**src/hw/soc_pkg.sv**
```systemverilog
package soc_pkg;

  // Read address channel
  typedef struct packed {
    logic [31:0] addr;
  } axi_ar_t;

  // Read data channel
  typedef struct packed {
    logic [31:0] data;
    logic [1:0]  resp;
  } axi_r_t;

  // Write address channel
  typedef struct packed {
    logic [31:0] addr;
  } axi_aw_t;

  // Write data channel
  typedef struct packed {
    logic [31:0] data;
    logic [3:0]  strb;
  } axi_w_t;

  // Write response channel
  typedef struct packed {
    logic [1:0] resp;
  } axi_b_t;

  // Response codes
  localparam logic [1:0] RESP_OKAY   = 2'd0;
  localparam logic [1:0] RESP_DECERR = 2'd3;

  // Address map
  localparam logic [4:0]  SRAM_BASE_TAG    = 5'b10000;       // 0x8000_0000 .. 0x87FF_FFFF
  localparam logic [31:0] CLINT_MTIME_ADDR = 32'hA000_0048;  // Low word, high word at +4
  localparam logic [31:0] UART_TX_ADDR     = 32'hA000_03F8;

endpackage
```
**src/hw/clint.sv**
```systemverilog
`timescale 1ns/1ns

module clint (
  input  logic             clk,
  input  logic             rstn,

  input  soc_pkg::axi_ar_t ar,
  input  logic             ar_valid,
  output logic             ar_ready,
  output soc_pkg::axi_r_t  r,
  output logic             r_valid,
  input  logic             r_ready
);

  logic [63:0] mtime;
  logic [31:0] rd_data;

  always_ff @(posedge clk) begin
    if (rstn)
      mtime <= '0;
    else
      mtime <= mtime + 64'd1;
  end

  assign ar_ready = ~r_valid;
  assign r.data   = rd_data;
  assign r.resp   = soc_pkg::RESP_OKAY;

  always_ff @(posedge clk) begin
    if (rstn)
      r_valid <= 1'b0;
    else if (ar_valid && ar_ready)
      r_valid <= 1'b1;
    else if (r_ready)
      r_valid <= 1'b0;
  end

  // Half picked by address bit 2, sampled at acceptance
  always_ff @(posedge clk) begin
    if (ar_valid && ar_ready)
      rd_data <= ar.addr[2] ? mtime[63:32] : mtime[31:0];
  end

endmodule

```
**config.mk**
```make
export PLATFORM = sky130hd
export DESIGN_NAME = clint
export DESIGN_NICKNAME = d
export VERILOG_FILES = /design/src/hw/soc_pkg.sv /design/src/hw/clint.sv
export SDC_FILE = /design/constraint.sdc
export NUM_CORES = 1
export LEC_CHECK = 0
export ABC_AREA = 1
export BUFFER_PORTS_ARGS = -buffer_cell sky130_fd_sc_hd__buf_2
export CORE_ASPECT_RATIO = 0.5
export CORE_MARGIN = 8
export CORE_UTILIZATION = 37
export CTS_BUF_LIST = sky130_fd_sc_hd__clkbuf_8 sky130_fd_sc_hd__clkbuf_16
export DETAILED_ROUTE_END_ITERATION = 12
export SETUP_SLACK_MARGIN = 0.4
export SLEW_MARGIN = 20
export SYNTH_ARGS = -nofsm -noshare
export SYNTH_HDL_FRONTEND = slang
export SYNTH_SLANG_ARGS = --single-unit
```
**constraint.sdc**
```tcl
create_clock -name clk -period 3.19 [get_ports clk]
set_input_delay 0.319 -clock clk [delete_from_list [all_inputs] [get_ports clk]]
set_output_delay 0.319 -clock clk [all_outputs]
set_load 0.05 [all_outputs]
```
==> Word level (Yosys, flattened, before mapping) <==
Cells that the tools add are included.
{ "classes": {"n_shift": 0, "n_addsub": 1, "div": 0, "mul": 0, "bitwise": 1, "n_reduce_logical": 2, "order_cmp": 0, "muxes": 3, "eq_ne": 0} }
{ "ops": {"columns": ["op", "n"], "rows": [
  ["64-bit by 1-bit adder with 64-bit output (second input constant)", 1],
  ["32-bit two-way mux", 1],
  ["1-bit two-way mux", 2],
  ["2-bit nonzero test", 1],
  ["1-bit logical AND", 1],
  ["1-bit NOT", 1]
]} }
{ "totals": {"memories": 0, "ramBits": 0, "mem_bits_ro": 0, "elab_cells": 10, "latch_bits": 0, "regBits": 97, "in_bits": 36} }

==> Depth between registers and ports, before layout <==
Gate-level depths: netlist of run 1.
{ "depth": {"word_depth": 3, "depth_mapped": 10, "depth_no_buf": 10} }

==> Worst setup path after synthesis of run 1 <==
No wires, ideal clock.
{ "synth_timing": {"kind": "register to register", "from": "register r_valid", "to": "register rd_data[0] (enable)", "stages_incl_launch_ff": 4, "setup_time_ps": 387, "slack_ps": 1161, "required_ps": 2803, "n_path_buf": 0, "t_arrival_ps": 1642, "cell_sequence": "dfxtp_1 inv_1 nand2_1 inv_1"} }
{ "synth_between": {"elab_chain_cells": 2} }
{ "synth_lines": {"columns": ["element", "line", "rtl"], "rows": [
  ["start: declaration", "clint.sv:11", "output logic r_valid,"],
  ["start signal: assignment", "clint.sv:31", "r_valid <= 1'b0;"],
  ["start signal: assignment", "clint.sv:33", "r_valid <= 1'b1;"],
  ["start signal: assignment", "clint.sv:35", "r_valid <= 1'b0;"],
  ["1-bit NOT", "clint.sv:25", "assign ar_ready = ~r_valid;"],
  ["net ar_ready", "clint.sv:9", "output logic ar_ready,"],
  ["1-bit logical AND", "clint.sv:40", "if (ar_valid && ar_ready)"],
  ["end signal: assignment", "clint.sv:41", "rd_data <= ar.addr[2] ? mtime[63:32] : mtime[31:0];"],
  ["end: declaration", "clint.sv:16", "logic [31:0] rd_data;"]
]} }
The timed path passes the listed nets, and every way through them passes these cells.
A chain may end at the register's enable or synchronous reset.

==> Worst setup path in the final report of run 1 <==
{ "layout_timing": {"from": "register mtime[39]", "to": "register mtime[56]"} }
{ "layout_between": {"elab_chain_cells": 1} }
{ "layout_lines": {"columns": ["element", "line", "rtl"], "rows": [
  ["start: declaration", "clint.sv:15", "logic [63:0] mtime;"],
  ["start signal: assignment", "clint.sv:22", "mtime <= mtime + 64'd1;"],
  ["64-bit by 1-bit adder with 64-bit output", "clint.sv:22", null]
]} }
No other way between the ends.

==> impl_metrics.prom, run 1 <==
# TYPE chip_impl_metric gauge
chip_impl_info{name="run_status",value="complete, no violations"} 1
chip_impl_info{name="synth_top_flop_cell",value="sky130_fd_sc_hd__dfxtp_1"} 1
chip_impl_metric{name="timing.critical_path.slowest_cell_delay",unit="ps"} 520
chip_impl_metric{name="cap_violations",unit=""} 0
chip_impl_metric{name="period_share",unit="%"} 59.35
chip_impl_metric{name="placementRows",unit=""} 30
chip_impl_metric{name="antennaDiodeCount",unit=""} 0
chip_impl_metric{name="fmax",unit="GHz"} 0.5282
chip_impl_metric{name="boundaryPins",unit=""} 72
chip_impl_metric{name="placement_setup_slack",unit="ps"} 1238
chip_impl_metric{name="area_growth_syn_to_layout",unit="%"} 13.46
chip_impl_metric{name="num_vias",unit=""} 4799
chip_impl_metric{name="power_leakage",unit="uW"} 0.002222
chip_impl_metric{name="port_buffers",unit=""} 38
chip_impl_info{name="worst_path_slowest_cell",value="sky130_fd_sc_hd__dfxtp_1"} 1
chip_impl_metric{name="ir_drop",unit="mV"} 0.2132
chip_impl_info{name="yosys-top-cells-count",value="sky130_fd_sc_hd__nand2_1, sky130_fd_sc_hd__nor2_1, sky130_fd_sc_hd__inv_1, sky130_fd_sc_hd__dfxtp_1, sky130_fd_sc_hd__o21ai_0"} 1
chip_impl_metric{name="synth-simple-area-share",unit="%"} 37.64
chip_impl_info{name="hp-class",value="in -> reg"} 1
chip_impl_metric{name="synth_seq_area_share",unit="%"} 43.55
chip_impl_metric{name="totalWireLength",unit="mm"} 15.43
chip_impl_info{name="critical_path.startpoint_type",value="register"} 1
chip_impl_metric{name="syn_std_cell_area",unit="sq um"} 5195
chip_impl_metric{name="globalplace.congestion",unit=""} 0.9309
chip_impl_metric{name="antenna_violating_nets_post_route",unit=""} 0
chip_impl_info{name="tritoncts",value="yes"} 1
chip_impl_metric{name="clock_latency",unit="ps"} 350
chip_impl_metric{name="height_of_the_die",unit="um"} 99.79
chip_impl_metric{name="cellPowerDensity",unit="nW/um^2"} 439.0
chip_impl_metric{name="numCtsBuffers",unit=""} 9
chip_impl_metric{name="drt_first_iter_violations",unit=""} 369
chip_impl_metric{name="post_synthesis_sequential_element_count",unit=""} 97
chip_impl_metric{name="synthXorXnorAreaFrac",unit="%"} 0.5058
chip_impl_metric{name="worst-slew-pin-transition",unit="ps"} 705.2
chip_impl_metric{name="post-cts-setup-buffer-count",unit=""} 0
chip_impl_metric{name="final_tns_setup",unit="ps"} 0
chip_impl_metric{name="adder_cell_fraction_of_synth_area",unit="%"} 0.2408
chip_impl_metric{name="starting_density_of_the_core",unit="%"} 38.13
chip_impl_metric{name="cts_max_path_buffers",unit=""} 2
chip_impl_metric{name="dpl.hpwl",unit="mm"} 12.19
chip_impl_metric{name="largest_net_degree_at_the_start_of_global_routing",unit=""} 36
chip_impl_info{name="type_of_element_capturing_the_critical_path",value="register"} 1
chip_impl_metric{name="first_global_vias",unit=""} 4371
chip_impl_info{name="synthDominantAreaCellType",value="sky130_fd_sc_hd__dfxtp_1"} 1
chip_impl_metric{name="crit_required",unit="ps"} 3430
chip_impl_metric{name="synth.top_cell.area_share",unit="%"} 25.05
chip_impl_metric{name="post_route_cells_drive_above_1_share",unit="%"} 12.58
chip_impl_metric{name="detail_route.drc_violations",unit=""} 0
chip_impl_metric{name="post_cts_resize_count",unit=""} 0
chip_impl_metric{name="synth-warning-count",unit=""} 0
chip_impl_metric{name="final_period_minus_worst_setup_slack",unit="ps"} 1893
chip_impl_metric{name="antenna_violations_before_repair",unit=""} 0
chip_impl_metric{name="synthesis.area_per_instance",unit="sq um"} 6.845
chip_impl_metric{name="wl_per_cell",unit="um"} 15.51
chip_impl_info{name="critical_path.most_common_cell",value="sky130_fd_sc_hd__nand2_1"} 1
chip_impl_metric{name="nets",unit=""} 835
chip_impl_metric{name="grt.overflow.total",unit=""} 0
chip_impl_info{name="timing.setup.critical_path_class",value="reg -> reg"} 1
chip_impl_metric{name="timing_max_transition_violations_final",unit=""} 0
chip_impl_metric{name="final.setup_skew",unit="ps"} 12.69
chip_impl_metric{name="core_footprint",unit="sq um"} 13630
chip_impl_metric{name="reg2reg_setup_slack",unit="ps"} 1300
chip_impl_metric{name="die_area",unit="sq um"} 18320
chip_impl_metric{name="synth.area.mux_share",unit="%"} 0.2168
chip_impl_metric{name="htree_levels",unit=""} 3
chip_impl_metric{name="ys_types",unit=""} 28
chip_impl_metric{name="timing.final.hold_violations",unit=""} 0
chip_impl_metric{name="groute.usage.overall",unit="%"} 17.02
chip_impl_metric{name="setup_viol_count_final",unit=""} 0
chip_impl_metric{name="critPathMaxFanout",unit=""} 5
chip_impl_info{name="top_count_cell_post_synth",value="sky130_fd_sc_hd__nand2_1"} 1
chip_impl_metric{name="post-route-worst-setup-slack",unit="ps"} 1297
chip_impl_metric{name="cp_data_arrival_time",unit="ps"} 2140
chip_impl_metric{name="synth_compound_area_share",unit="%"} 10.07
chip_impl_metric{name="clock_sinks",unit=""} 97
chip_impl_metric{name="synth_async_sr_flop_share",unit="%"} 0
chip_impl_metric{name="number_of_enable_type_register_cells_in_the_synthesized_netlist",unit=""} 32
chip_impl_metric{name="clkTransAtPathRegs",unit="ps"} 70
chip_impl_info{name="dominant_combinational_cell_family_by_area_after_synthesis",value="simple AND/OR/NAND/NOR gates"} 1
chip_impl_metric{name="cts_hold_buf",unit=""} 0
chip_impl_info{name="synthTopCellsByArea",value="sky130_fd_sc_hd__dfxtp_1, sky130_fd_sc_hd__edfxtp_1, sky130_fd_sc_hd__nand2_1"} 1
chip_impl_metric{name="detail_route.vias_per_cell",unit=""} 4.823
chip_impl_info{name="rsz_0062_raised_after_global_routing",value="no"} 1
chip_impl_metric{name="global_route_wire_length_before_repair",unit="mm"} 23.96
chip_impl_metric{name="first_pass_iters",unit=""} 5
chip_impl_metric{name="synthCells",unit=""} 759
chip_impl_info{name="crit_chain",value="nand2_1 -> nor2_1 -> nand2_1 -> nor2_1 -> nand2_1 -> nor2_2 -> nand2_1 -> nand2_1 -> nor2_1"} 1
chip_impl_metric{name="die_width",unit="um"} 183.6
chip_impl_metric{name="worst_hold_margin",unit="ps"} 296.1
chip_impl_info{name="ctsRootBufferMaster",value="sky130_fd_sc_hd__clkbuf_16"} 1
chip_impl_metric{name="relative_max_transition_margin",unit="%"} 52.99
registers in the layout, indices dropped and copies added, names as in the netlist:
| register | flops |
|---|---|
| mtime | 64 |
| rd_data | 32 |
| r_valid | 1 |
worst max-delay path, delay by kind of cell (launching register included):
kind | cells | cell delay, ps
simple gates | 9 | 1270
flops | 1 | 520
report_power, final:
part / leakage [uW] / internal (uW) / total, uW / switching (uW)
clock network: 0.000147 / 610 / 1100 / 489
logic: 0.00123 / 32.3 / 181 / 149
registers: 0.000843 / 1300 / 1310 / 8.37
final cells by class:
class                   count  area [sq um]
multi-input cells         559          2536
repair buffers             43         227.7
inverters                  88         330.3
clock inverters             7         72.57
well taps                 192         240.2
flip-flops and latches     97          2262
clock buffers               9         225.2
fillers                  1436          7731
cells by family after synthesis:
group | Yosys count
AND/OR/NAND/NOR | 454
XOR/XNOR | 3
flip-flops | 97
buffers and inverters | 104
AO/OA/AOI/OAI | 98
multiplexers | 1
other | 1
adder cells (fa/ha/maj) | 1
placed cells by master (no fill, tap or decap):
cell / netlist / layout
sky130_fd_sc_hd__a21oi_1: 36 / 36
sky130_fd_sc_hd__buf_2: 2 / 38
sky130_fd_sc_hd__buf_4: 2 / 5
sky130_fd_sc_hd__bufinv_16: 0 / 1
sky130_fd_sc_hd__clkbuf_16: 0 / 9
sky130_fd_sc_hd__clkinv_2: 0 / 1
sky130_fd_sc_hd__clkinv_4: 0 / 2
sky130_fd_sc_hd__clkinvlp_4: 0 / 1
sky130_fd_sc_hd__conb_1: 1 / 2
sky130_fd_sc_hd__dfxtp_1: 65 / 65
sky130_fd_sc_hd__edfxtp_1: 32 / 32
sky130_fd_sc_hd__ha_1: 1 / 1
sky130_fd_sc_hd__inv_1: 87 / 88
sky130_fd_sc_hd__inv_2: 1 / 1
sky130_fd_sc_hd__inv_6: 0 / 1
sky130_fd_sc_hd__mux2_2: 1 / 1
sky130_fd_sc_hd__nand2_1: 218 / 218
sky130_fd_sc_hd__nand2_2: 9 / 9
sky130_fd_sc_hd__nand2_4: 4 / 4
sky130_fd_sc_hd__nand3_1: 23 / 23
sky130_fd_sc_hd__nand3_2: 3 / 3
sky130_fd_sc_hd__nand4_1: 12 / 12
sky130_fd_sc_hd__nor2_1: 157 / 157
sky130_fd_sc_hd__nor2_2: 15 / 15
sky130_fd_sc_hd__nor2_4: 6 / 6
sky130_fd_sc_hd__nor2_8: 2 / 2
sky130_fd_sc_hd__nor3_1: 5 / 5
sky130_fd_sc_hd__o21a_1: 2 / 2
sky130_fd_sc_hd__o21ai_0: 50 / 50
sky130_fd_sc_hd__o21ai_1: 2 / 2
sky130_fd_sc_hd__o21bai_1: 6 / 6
sky130_fd_sc_hd__o21bai_2: 2 / 2
sky130_fd_sc_hd__xor2_1: 3 / 3
through the flow:
step	util [%]	instance area, sq um	total power, uW	cells
2_1_floorplan	-	5199	1476	760
3_3_place_gp	41.07	5597	1517	979
3_5_place_dp	41.07	5597	1519	979
4_1_cts	43.26	5894	2612	995
5_1_grt	43.26	5894	2674	995
6_report	43.26	5894	2587	995
worst paths after layout:
check	start	end	cells after the start
max	mtime[39]	mtime[56]	9
min	r_ready	r_valid	3
max reg2reg	mtime[39]	mtime[56]	9
min reg2reg	mtime[0]	mtime[0]	1
routing by layer:
layer / share of wire [%] / wire length [um] / GRT usage [%]
met4: 1.4 / 212 / 4.472
met5: 0 / 0 / 0
met3: 7.5 / 1164 / 3.749
met2: 38 / 5875 / 23.50
met1: 53 / 8181 / 25.73
Power figures use the tool's default switching activity.
==> inputs of run 2 (changes only) <==
--- a/config.mk
+++ b/config.mk
@@ -5,7 +5,7 @@
 export SDC_FILE = /design/constraint.sdc
 export NUM_CORES = 1
 export LEC_CHECK = 0
-export ABC_AREA = 1
+export ABC_AREA = 0
 export BUFFER_PORTS_ARGS = -buffer_cell sky130_fd_sc_hd__buf_2
 export CORE_ASPECT_RATIO = 0.5
 export CORE_MARGIN = 8
==> constraint.sdc (replaced) <==
create_clock -name clk -period 1.58 [get_ports clk]
set_input_delay 0.158 -clock clk [delete_from_list [all_inputs] [get_ports clk]]
set_output_delay 0.158 -clock clk [all_outputs]
set_load 0.05 [all_outputs]
==> run 2 against run 1 <==
  * The flow now finishes with violations (setup timing)
  * Sequential power grew 100%
  * Critical path depth shrank 3
  * Design area grew 18%
  * Die area shrank 13%
  * Core utilization grew 16 points
  * Fmax shrank 7.1%
  * Non-clock buffer count grew 152
  * Critical path type unchanged
  * Largest power group unchanged
==> impl_metrics.prom, run 2 <==
# TYPE chip_impl_metric gauge
chip_impl_metric{name="globalplace.congestion",unit=""} 0.8076
chip_impl_info{name="most_frequent_standard_cell_in_the_layout_excluding_fill_and_tap_cells",value="sky130_fd_sc_hd__buf_4"} 1
chip_impl_metric{name="cp_data_arrival_time",unit="ps"} 2270
chip_impl_info{name="synthTopCellsByArea",value="sky130_fd_sc_hd__dfxtp_1, sky130_fd_sc_hd__edfxtp_1, sky130_fd_sc_hd__mux2_2"} 1
chip_impl_metric{name="first_pass_iters",unit=""} 5
chip_impl_metric{name="port_buffers",unit=""} 38
chip_impl_metric{name="ys_types",unit=""} 40
chip_impl_metric{name="die_width",unit="um"} 171.0
chip_impl_info{name="top_count_cell_post_synth",value="sky130_fd_sc_hd__dfxtp_1"} 1
chip_impl_metric{name="htree_levels",unit=""} 3
chip_impl_metric{name="clock_latency",unit="ps"} 350
chip_impl_metric{name="crit_required",unit="ps"} 1820
chip_impl_metric{name="nets",unit=""} 657
chip_impl_metric{name="clkTransAtPathRegs",unit="ps"} 70
chip_impl_metric{name="combPwrFrac",unit="%"} 6.9
chip_impl_metric{name="boundaryPins",unit=""} 72
chip_impl_metric{name="area_growth_syn_to_layout",unit="%"} 57.03
chip_impl_metric{name="antennaDiodeCount",unit=""} 0
chip_impl_metric{name="final_period_minus_worst_setup_slack",unit="ps"} 2037
chip_impl_metric{name="worst_hold_path.num_cells",unit=""} 3
chip_impl_metric{name="number_of_flip_flops_in_the_largest_register",unit=""} 64
chip_impl_info{name="timing.setup.critical_path_class",value="reg -> reg"} 1
chip_impl_metric{name="core_footprint",unit="sq um"} 11770
chip_impl_metric{name="groute.usage.overall",unit="%"} 15.58
chip_impl_info{name="most-common-layout-cells",value="sky130_fd_sc_hd__buf_4, sky130_fd_sc_hd__nor2_1, sky130_fd_sc_hd__buf_6"} 1
chip_impl_metric{name="nFillCells",unit=""} 941
chip_impl_metric{name="final.setup_skew",unit="ps"} 4.477
chip_impl_info{name="failing_checks",value="setup timing"} 1
chip_impl_metric{name="setup_viol_count_final",unit=""} 46
chip_impl_metric{name="global_route_wire_length_before_repair",unit="mm"} 19.98
chip_impl_info{name="reg_top3",value="mtime: 64 flops, rd_data: 32 flops, r_valid: 1 flops"} 1
chip_impl_metric{name="timing.critical_path.slowest_cell_delay",unit="ps"} 430
chip_impl_metric{name="die_area",unit="sq um"} 16000
chip_impl_metric{name="post-route-worst-setup-slack",unit="ps"} -457.0
chip_impl_metric{name="totalWireLength",unit="mm"} 12.72
chip_impl_metric{name="synth_async_sr_flop_share",unit="%"} 0
chip_impl_info{name="critical_path.reg2reg.startpoint",value="mtime[19]"} 1
chip_impl_metric{name="detail_route.drc_violations",unit=""} 0
chip_impl_info{name="first_element_of_the_critical_path",value="mtime[19]"} 1
chip_impl_metric{name="worst-slew-pin-transition",unit="ps"} 653.5
chip_impl_metric{name="reg2reg_setup_slack",unit="ps"} -460
chip_impl_info{name="ctsRootBufferMaster",value="sky130_fd_sc_hd__clkbuf_16"} 1
chip_impl_metric{name="timing.reg2reg.worst_path_depth",unit=""} 6
chip_impl_metric{name="relative_max_transition_margin",unit="%"} 56.44
chip_impl_metric{name="timing.final.hold_violations",unit=""} 0
chip_impl_info{name="synthDominantAreaCellType",value="sky130_fd_sc_hd__dfxtp_1"} 1
chip_impl_info{name="regToRegEndpoint",value="mtime[48]"} 1
chip_impl_metric{name="post_layout_nonfiller_instances",unit=""} 790
chip_impl_info{name="worst_path_slowest_cell",value="sky130_fd_sc_hd__or4_4"} 1
chip_impl_metric{name="synthCells",unit=""} 429
chip_impl_metric{name="wl_per_cell",unit="um"} 16.09
chip_impl_metric{name="cellPowerDensity",unit="nW/um^2"} 793.7
chip_impl_metric{name="placed_cells_incl_taps",unit=""} 739
chip_impl_metric{name="ir_drop",unit="mV"} 0.4529
chip_impl_metric{name="timing_max_transition_violations_final",unit=""} 0
chip_impl_info{name="run_status",value="finished, violations left"} 1
chip_impl_metric{name="dpl.hpwl",unit="mm"} 8.085
chip_impl_info{name="critical_path.startpoint_type",value="register"} 1
chip_impl_metric{name="height_of_the_die",unit="um"} 93.52
chip_impl_metric{name="p_int",unit="uW"} 4261
chip_impl_metric{name="number_of_enable_type_register_cells_in_the_synthesized_netlist",unit=""} 32
chip_impl_metric{name="post_synthesis_sequential_element_count",unit=""} 97
chip_impl_metric{name="drt_first_iter_violations",unit=""} 245
chip_impl_metric{name="switching_power_of_the_nets",unit="uW"} 1282
chip_impl_metric{name="synth.top_cell.area_share",unit="%"} 29.26
chip_impl_metric{name="period_share",unit="%"} 128.9
chip_impl_metric{name="synthesis.area_per_instance",unit="sq um"} 10.37
chip_impl_metric{name="grt.overflow.total",unit=""} 0
chip_impl_info{name="tritoncts",value="yes"} 1
chip_impl_info{name="worstHoldEndpoint",value="r_valid"} 1
chip_impl_metric{name="antenna_violations_before_repair",unit=""} 0
chip_impl_metric{name="syn_std_cell_area",unit="sq um"} 4447
chip_impl_metric{name="largest_net_degree_at_the_start_of_global_routing",unit=""} 34
chip_impl_metric{name="post-route-util",unit="%"} 59.32
chip_impl_metric{name="sw_frac_of_total",unit="%"} 23.13
chip_impl_metric{name="first_global_vias",unit=""} 3845
chip_impl_metric{name="fmax",unit="GHz"} 0.4909
chip_impl_info{name="yosys-top-cells-count",value="sky130_fd_sc_hd__dfxtp_1, sky130_fd_sc_hd__nor2_1, sky130_fd_sc_hd__edfxtp_1, sky130_fd_sc_hd__mux2_2, sky130_fd_sc_hd__nand2_1"} 1
chip_impl_metric{name="antenna_violating_nets_post_route",unit=""} 0
chip_impl_info{name="rsz_0062_raised_after_global_routing",value="yes"} 1
chip_impl_metric{name="post_route_cells_drive_above_1_share",unit="%"} 54.88
chip_impl_info{name="type_of_element_capturing_the_critical_path",value="register"} 1
chip_impl_metric{name="detail_route.vias_per_cell",unit=""} 5.019
chip_impl_metric{name="power.share.sequential",unit="%"} 47.6
chip_impl_info{name="crit_chain",value="nand4_1 -> buf_4 -> nor4_4 -> nand3_4 -> or4_4 -> mux2_4"} 1
chip_impl_metric{name="power_leakage",unit="uW"} 0.002919
chip_impl_metric{name="cts_max_path_buffers",unit=""} 2
chip_impl_metric{name="synth-warning-count",unit=""} 0
chip_impl_metric{name="clock_network_fraction_of_design_power",unit="%"} 45.5
chip_impl_metric{name="critPathMaxFanout",unit=""} 3
chip_impl_info{name="holdCritStartpoint",value="ar_valid"} 1
chip_impl_info{name="synth_top_flop_cell",value="sky130_fd_sc_hd__dfxtp_1"} 1
chip_impl_metric{name="placementRows",unit=""} 28
chip_impl_info{name="largest_register",value="mtime"} 1
chip_impl_metric{name="clock_sinks",unit=""} 97
chip_impl_metric{name="numCtsBuffers",unit=""} 9
chip_impl_metric{name="synth_seq_area_share",unit="%"} 50.87
chip_impl_metric{name="starting_density_of_the_core",unit="%"} 37.78
chip_impl_metric{name="num_vias",unit=""} 3965
chip_impl_metric{name="cap_violations",unit=""} 0
chip_impl_info{name="hp-class",value="in -> reg"} 1
[run 2: through the flow]
step | total power, uW | instance area [sq um] | setup slack, ps | TNS, ps | hold slack (ps)
2_1_floorplan | 2965 | 4562 | -469.6 | -5295 | 246.8
3_3_place_gp | 3063 | 5809 | -371.2 | -7836 | 340.6
3_5_place_dp | 3067 | 5809 | -426.2 | -9125 | 340.2
4_1_cts | 5587 | 6593 | -361.7 | -7628 | 85.61
5_1_grt | 5696 | 6983 | -525.9 | -16500 | 120.7
6_report | 5543 | 6983 | -457.0 | -11380 | 90.70
[run 2: worst max path at each step]
stage	slack, ps	cells after the start	endpoint
global route	-530	6	mtime[61]
floorplan	-470	5	mtime[48]
CTS	-360	6	mtime[48]
global placement	-370	6	mtime[59]
finish	-460	6	mtime[48]
detailed placement	-430	6	mtime[63]
[run 2: layout make-up]
cell class | count | area, sq um | share of cell area [%]
multi-input combinational | 313 | 2519 | 36.07
clock buffer | 9 | 225.2 | 3.225
clock inverter | 7 | 118.9 | 1.702
tap | 165 | 206.4 | 2.956
inverter | 4 | 15.01 | 0.2150
timing repair buffer | 195 | 1582 | 22.65
sequential | 97 | 2317 | 33.18
[run 2: critical path, delay by kind of cell, from the launching register on]
kind	cells	cell delay, ps
simple gates	4	1100
flops	1	330
buf+inv	1	180
mux	1	310
[run 2: logic make-up (layout without fill, tap and decap cells)]
group / count (synthesis) / in the layout / share of synthesized area, %
compound gates: 49 / 49 / 6.388
xor+xnor: 35 / 35 / 6.894
fa+ha+maj: 1 / 1 / 0.2813
buf+inv: 20 / 215 / 1.885
flops: 97 / 97 / 50.87
mux: 32 / 32 / 8.103
other cells: 1 / 2 / 0.08433
simple gates: 194 / 194 / 25.49
[run 2: power groups by stage]
stage | logic, uW | clock network (uW) | registers (uW)
2_1_floorplan | 115 | 0 | 2850
3_3_place_gp | 371 | 0 | 2690
3_5_place_dp | 373 | 0 | 2690
4_1_cts | 382 | 2570 | 2640
5_1_grt | 404 | 2650 | 2640
6_report | 384 | 2520 | 2640
[run 2: repair_timing]
action / in CTS / in global routing
hold buffers: 1 / 0
setup endpoints to repair: 58 / 61
buffers inserted: 19 / 15
pin swaps: 36 / 63
gates cloned: 0 / 0
gates resized for setup: 66 / 64
endpoints found under the hold margin: 1 / 0
[run 2: routing by layer]
layer / vias to the layer above / GRT usage (%) / routed length, um / part of all wire (%)
li1: 1952 / - / - / -
met1: 1895 / 21.42 / 5991 / 47
met2: 97 / 24.57 / 5753 / 45
met3: 21 / 3.111 / 754 / 5.9
met4: 0 / 4.242 / 216 / 1.7
met5: - / 0 / 0 / 0
==> inputs of run 3 (changes only) <==
--- a/config.mk
+++ b/config.mk
@@ -7,10 +7,8 @@
 export LEC_CHECK = 0
 export ABC_AREA = 0
 export BUFFER_PORTS_ARGS = -buffer_cell sky130_fd_sc_hd__buf_2
-export CORE_ASPECT_RATIO = 0.5
 export CORE_MARGIN = 8
 export CORE_UTILIZATION = 37
-export CTS_BUF_LIST = sky130_fd_sc_hd__clkbuf_8 sky130_fd_sc_hd__clkbuf_16
 export DETAILED_ROUTE_END_ITERATION = 12
 export SETUP_SLACK_MARGIN = 0.4
 export SLEW_MARGIN = 20
==> run 3 against run 2 <==
  * The run still ends with setup timing left
  * Largest power group unchanged
  * Global-route usage fell by 0.14 points
  * Setup slack improved by 22 ps
  * Sequential share of layout area grew 1.3 points
  * Sequential power about the same
==> impl_metrics.prom, run 3 (synthesis gave the netlist of run 2 again) <==
# TYPE chip_impl_metric gauge
chip_impl_metric{name="htree_levels",unit=""} 3
chip_impl_metric{name="port_buffers",unit=""} 38
chip_impl_metric{name="worst_hold_path.num_cells",unit=""} 3
chip_impl_info{name="type_of_element_capturing_the_critical_path",value="register"} 1
chip_impl_metric{name="ir_drop",unit="mV"} 0.6606
chip_impl_metric{name="global_route_wire_length_before_repair",unit="mm"} 19.71
chip_impl_metric{name="area_growth_syn_to_layout",unit="%"} 51.35
chip_impl_metric{name="boundaryPins",unit=""} 72
chip_impl_metric{name="wl_per_cell",unit="um"} 16.26
chip_impl_metric{name="numCtsBuffers",unit=""} 9
chip_impl_metric{name="die_width",unit="um"} 125.6
chip_impl_metric{name="num_vias",unit=""} 4037
chip_impl_metric{name="timing.reg2reg.worst_path_depth",unit=""} 6
chip_impl_metric{name="cellPowerDensity",unit="nW/um^2"} 739.7
chip_impl_metric{name="post_route_cells_drive_above_1_share",unit="%"} 52.57
chip_impl_metric{name="post-route-util",unit="%"} 56.74
chip_impl_metric{name="dpl.hpwl",unit="mm"} 8.228
chip_impl_info{name="hp-class",value="in -> reg"} 1
chip_impl_metric{name="first_pass_iters",unit=""} 4
chip_impl_metric{name="number_of_flip_flops_in_the_largest_register",unit=""} 64
chip_impl_metric{name="grt.overflow.total",unit=""} 0
chip_impl_metric{name="clock_network_fraction_of_design_power",unit="%"} 39.2
chip_impl_metric{name="power_leakage",unit="uW"} 0.002853
chip_impl_metric{name="worst-slew-pin-transition",unit="ps"} 581.6
chip_impl_info{name="most_frequent_standard_cell_in_the_layout_excluding_fill_and_tap_cells",value="sky130_fd_sc_hd__buf_4"} 1
chip_impl_info{name="tritoncts",value="yes"} 1
chip_impl_metric{name="totalWireLength",unit="mm"} 12.50
chip_impl_metric{name="sw_frac_of_total",unit="%"} 24.26
chip_impl_metric{name="largest_net_degree_at_the_start_of_global_routing",unit=""} 34
chip_impl_metric{name="period_share",unit="%"} 127.5
chip_impl_metric{name="timing.final.hold_violations",unit=""} 0
chip_impl_metric{name="final_period_minus_worst_setup_slack",unit="ps"} 2015
chip_impl_metric{name="cp_data_arrival_time",unit="ps"} 2260
chip_impl_metric{name="reg2reg_setup_slack",unit="ps"} -430
chip_impl_metric{name="setup_viol_count_final",unit=""} 51
chip_impl_metric{name="cts_max_path_buffers",unit=""} 2
chip_impl_metric{name="antenna_violations_before_repair",unit=""} 0
chip_impl_metric{name="groute.usage.overall",unit="%"} 15.43
chip_impl_metric{name="relative_max_transition_margin",unit="%"} 61.23
chip_impl_metric{name="power.share.sequential",unit="%"} 53.0
chip_impl_metric{name="detail_route.vias_per_cell",unit=""} 5.250
chip_impl_metric{name="critPathMaxFanout",unit=""} 6
chip_impl_metric{name="die_area",unit="sq um"} 15780
chip_impl_metric{name="clock_sinks",unit=""} 97
chip_impl_metric{name="worst_hold_margin",unit="ps"} 107.8
chip_impl_metric{name="crit_required",unit="ps"} 1820
chip_impl_metric{name="detail_route.drc_violations",unit=""} 0
chip_impl_metric{name="clkTransAtPathRegs",unit="ps"} 60
chip_impl_info{name="largest_register",value="mtime"} 1
chip_impl_metric{name="core_footprint",unit="sq um"} 11860
chip_impl_metric{name="p_int",unit="uW"} 3771
chip_impl_info{name="most-common-layout-cells",value="sky130_fd_sc_hd__buf_4, sky130_fd_sc_hd__nor2_1, sky130_fd_sc_hd__buf_2"} 1
chip_impl_info{name="worstHoldEndpoint",value="r_valid"} 1
chip_impl_metric{name="clock_latency",unit="ps"} 350
chip_impl_info{name="failing_checks",value="setup timing"} 1
chip_impl_metric{name="placementRows",unit=""} 40
chip_impl_info{name="run_status",value="finished, violations left"} 1
chip_impl_metric{name="globalplace.congestion",unit=""} 0.8355
chip_impl_metric{name="combPwrFrac",unit="%"} 7.9
chip_impl_info{name="reg_top3",value="mtime: 64 flops, rd_data: 32 flops, r_valid: 1 flops"} 1
chip_impl_info{name="ctsRootBufferMaster",value="sky130_fd_sc_hd__clkbuf_16"} 1
chip_impl_info{name="timing.setup.critical_path_class",value="reg -> reg"} 1
chip_impl_info{name="critical_path.reg2reg.startpoint",value="mtime[6]"} 1
chip_impl_metric{name="final.setup_skew",unit="ps"} 6.248
chip_impl_metric{name="switching_power_of_the_nets",unit="uW"} 1208
chip_impl_metric{name="timing_max_transition_violations_final",unit=""} 0
chip_impl_metric{name="antennaDiodeCount",unit=""} 0
chip_impl_info{name="critical_path.startpoint_type",value="register"} 1
chip_impl_metric{name="height_of_the_die",unit="um"} 125.6
chip_impl_metric{name="fmax",unit="GHz"} 0.4963
chip_impl_metric{name="cap_violations",unit=""} 0
chip_impl_metric{name="starting_density_of_the_core",unit="%"} 37.49
chip_impl_info{name="holdCritStartpoint",value="ar_valid"} 1
chip_impl_info{name="regToRegEndpoint",value="mtime[48]"} 1
chip_impl_metric{name="antenna_violating_nets_post_route",unit=""} 0
chip_impl_metric{name="drt_first_iter_violations",unit=""} 211
chip_impl_metric{name="power.total",unit="uW"} 4978
chip_impl_metric{name="post-route-worst-setup-slack",unit="ps"} -434.9
chip_impl_metric{name="first_global_vias",unit=""} 4096
chip_impl_metric{name="nets",unit=""} 654
chip_impl_info{name="rsz_0062_raised_after_global_routing",value="yes"} 1
[run 3: changes by cell type in the layout (fill, tap and decap cells not counted), moves of 3 or more]
| cell | change |
|---|---|
| sky130_fd_sc_hd__nor2_4 | -3 |
| sky130_fd_sc_hd__bufinv_16 | -3 |
| sky130_fd_sc_hd__or3_4 | -3 |
| sky130_fd_sc_hd__buf_4 | +4 |
| sky130_fd_sc_hd__buf_6 | -6 |
| sky130_fd_sc_hd__nand3_1 | +3 |
| sky130_fd_sc_hd__or3_1 | +3 |
[run 3: how the worst max path moves through the flow]
stage                 to  slack [ps]  cells after the start      start
6_report       mtime[48]        -430                      6   mtime[6]
3_3_place_gp   mtime[59]        -450                      7  mtime[24]
2_1_floorplan  mtime[48]        -470                      5   mtime[8]
5_1_grt        mtime[48]        -520                      6   mtime[6]
4_1_cts        mtime[48]        -370                      7   mtime[1]
3_5_place_dp   mtime[59]        -450                      7  mtime[26]
[run 3: critical path: stages, from the launching register on]
cell and delay, ps:
sky130_fd_sc_hd__dfxtp_2 360, sky130_fd_sc_hd__nand4_4 230, sky130_fd_sc_hd__nor4_4 330, sky130_fd_sc_hd__buf_4 190, sky130_fd_sc_hd__nand3_4 80, sky130_fd_sc_hd__or4_4 420
sky130_fd_sc_hd__mux2_4 300
[run 3: routing by layer]
metal	track usage, %	vias to the layer above	part of all wire, %
met5	0	-	0
met4	8.166	0	2.6
met3	2.954	21	4.1
met2	26.10	86	50
met1	18.24	1973	43
li1	-	1957	-
[run 3: area by class of cell]
class / count / area (sq um)
Sequential cell: 97 / 2320
Tap cell: 147 / 183.9
Clock buffer: 11 / 232.7
Clock inverter: 5 / 22.52
Timing Repair Buffer: 192 / 1526
Multi-Input combinational cell: 313 / 2430
Fill cell: 989 / 5131
Inverter: 4 / 15.01
[run 3: power by group through the flow]
| stage | Clock, uW | Combinational [uW] | Sequential, uW |
|---|---|---|---|
| after CTS | 2000 | 379 | 2640 |
| after global placement | 0 | 366 | 2690 |
| after detailed placement | 0 | 370 | 2690 |
| after global routing | 2090 | 416 | 2640 |
| final | 1950 | 393 | 2640 |
| after floorplan | 0 | 115 | 2850 |
[run 3: per-stage QoR]
stage / cells / instance area, sq um / TNS, ps / worst slack [ps]
final: 769 / 6730 / -12830 / -434.9
after CTS: 750 / 6324 / -8195 / -365.4
after floorplan: 430 / 4562 / -5295 / -469.6
after global routing: 769 / 6730 / -17730 / -516.2
after global placement: 716 / 5749 / -8427 / -452.4
after detailed placement: 716 / 5749 / -9969 / -451.7
[run 3: what timing repair did]
item                       4_1_cts  5_1_grt
pin swaps                       40       49
setup buffers                   17       18
hold buffers                     1        0
gates resized for setup         45       64
hold endpoints to repair         1        0
setup endpoints to repair       59       58
cloned                           0        1
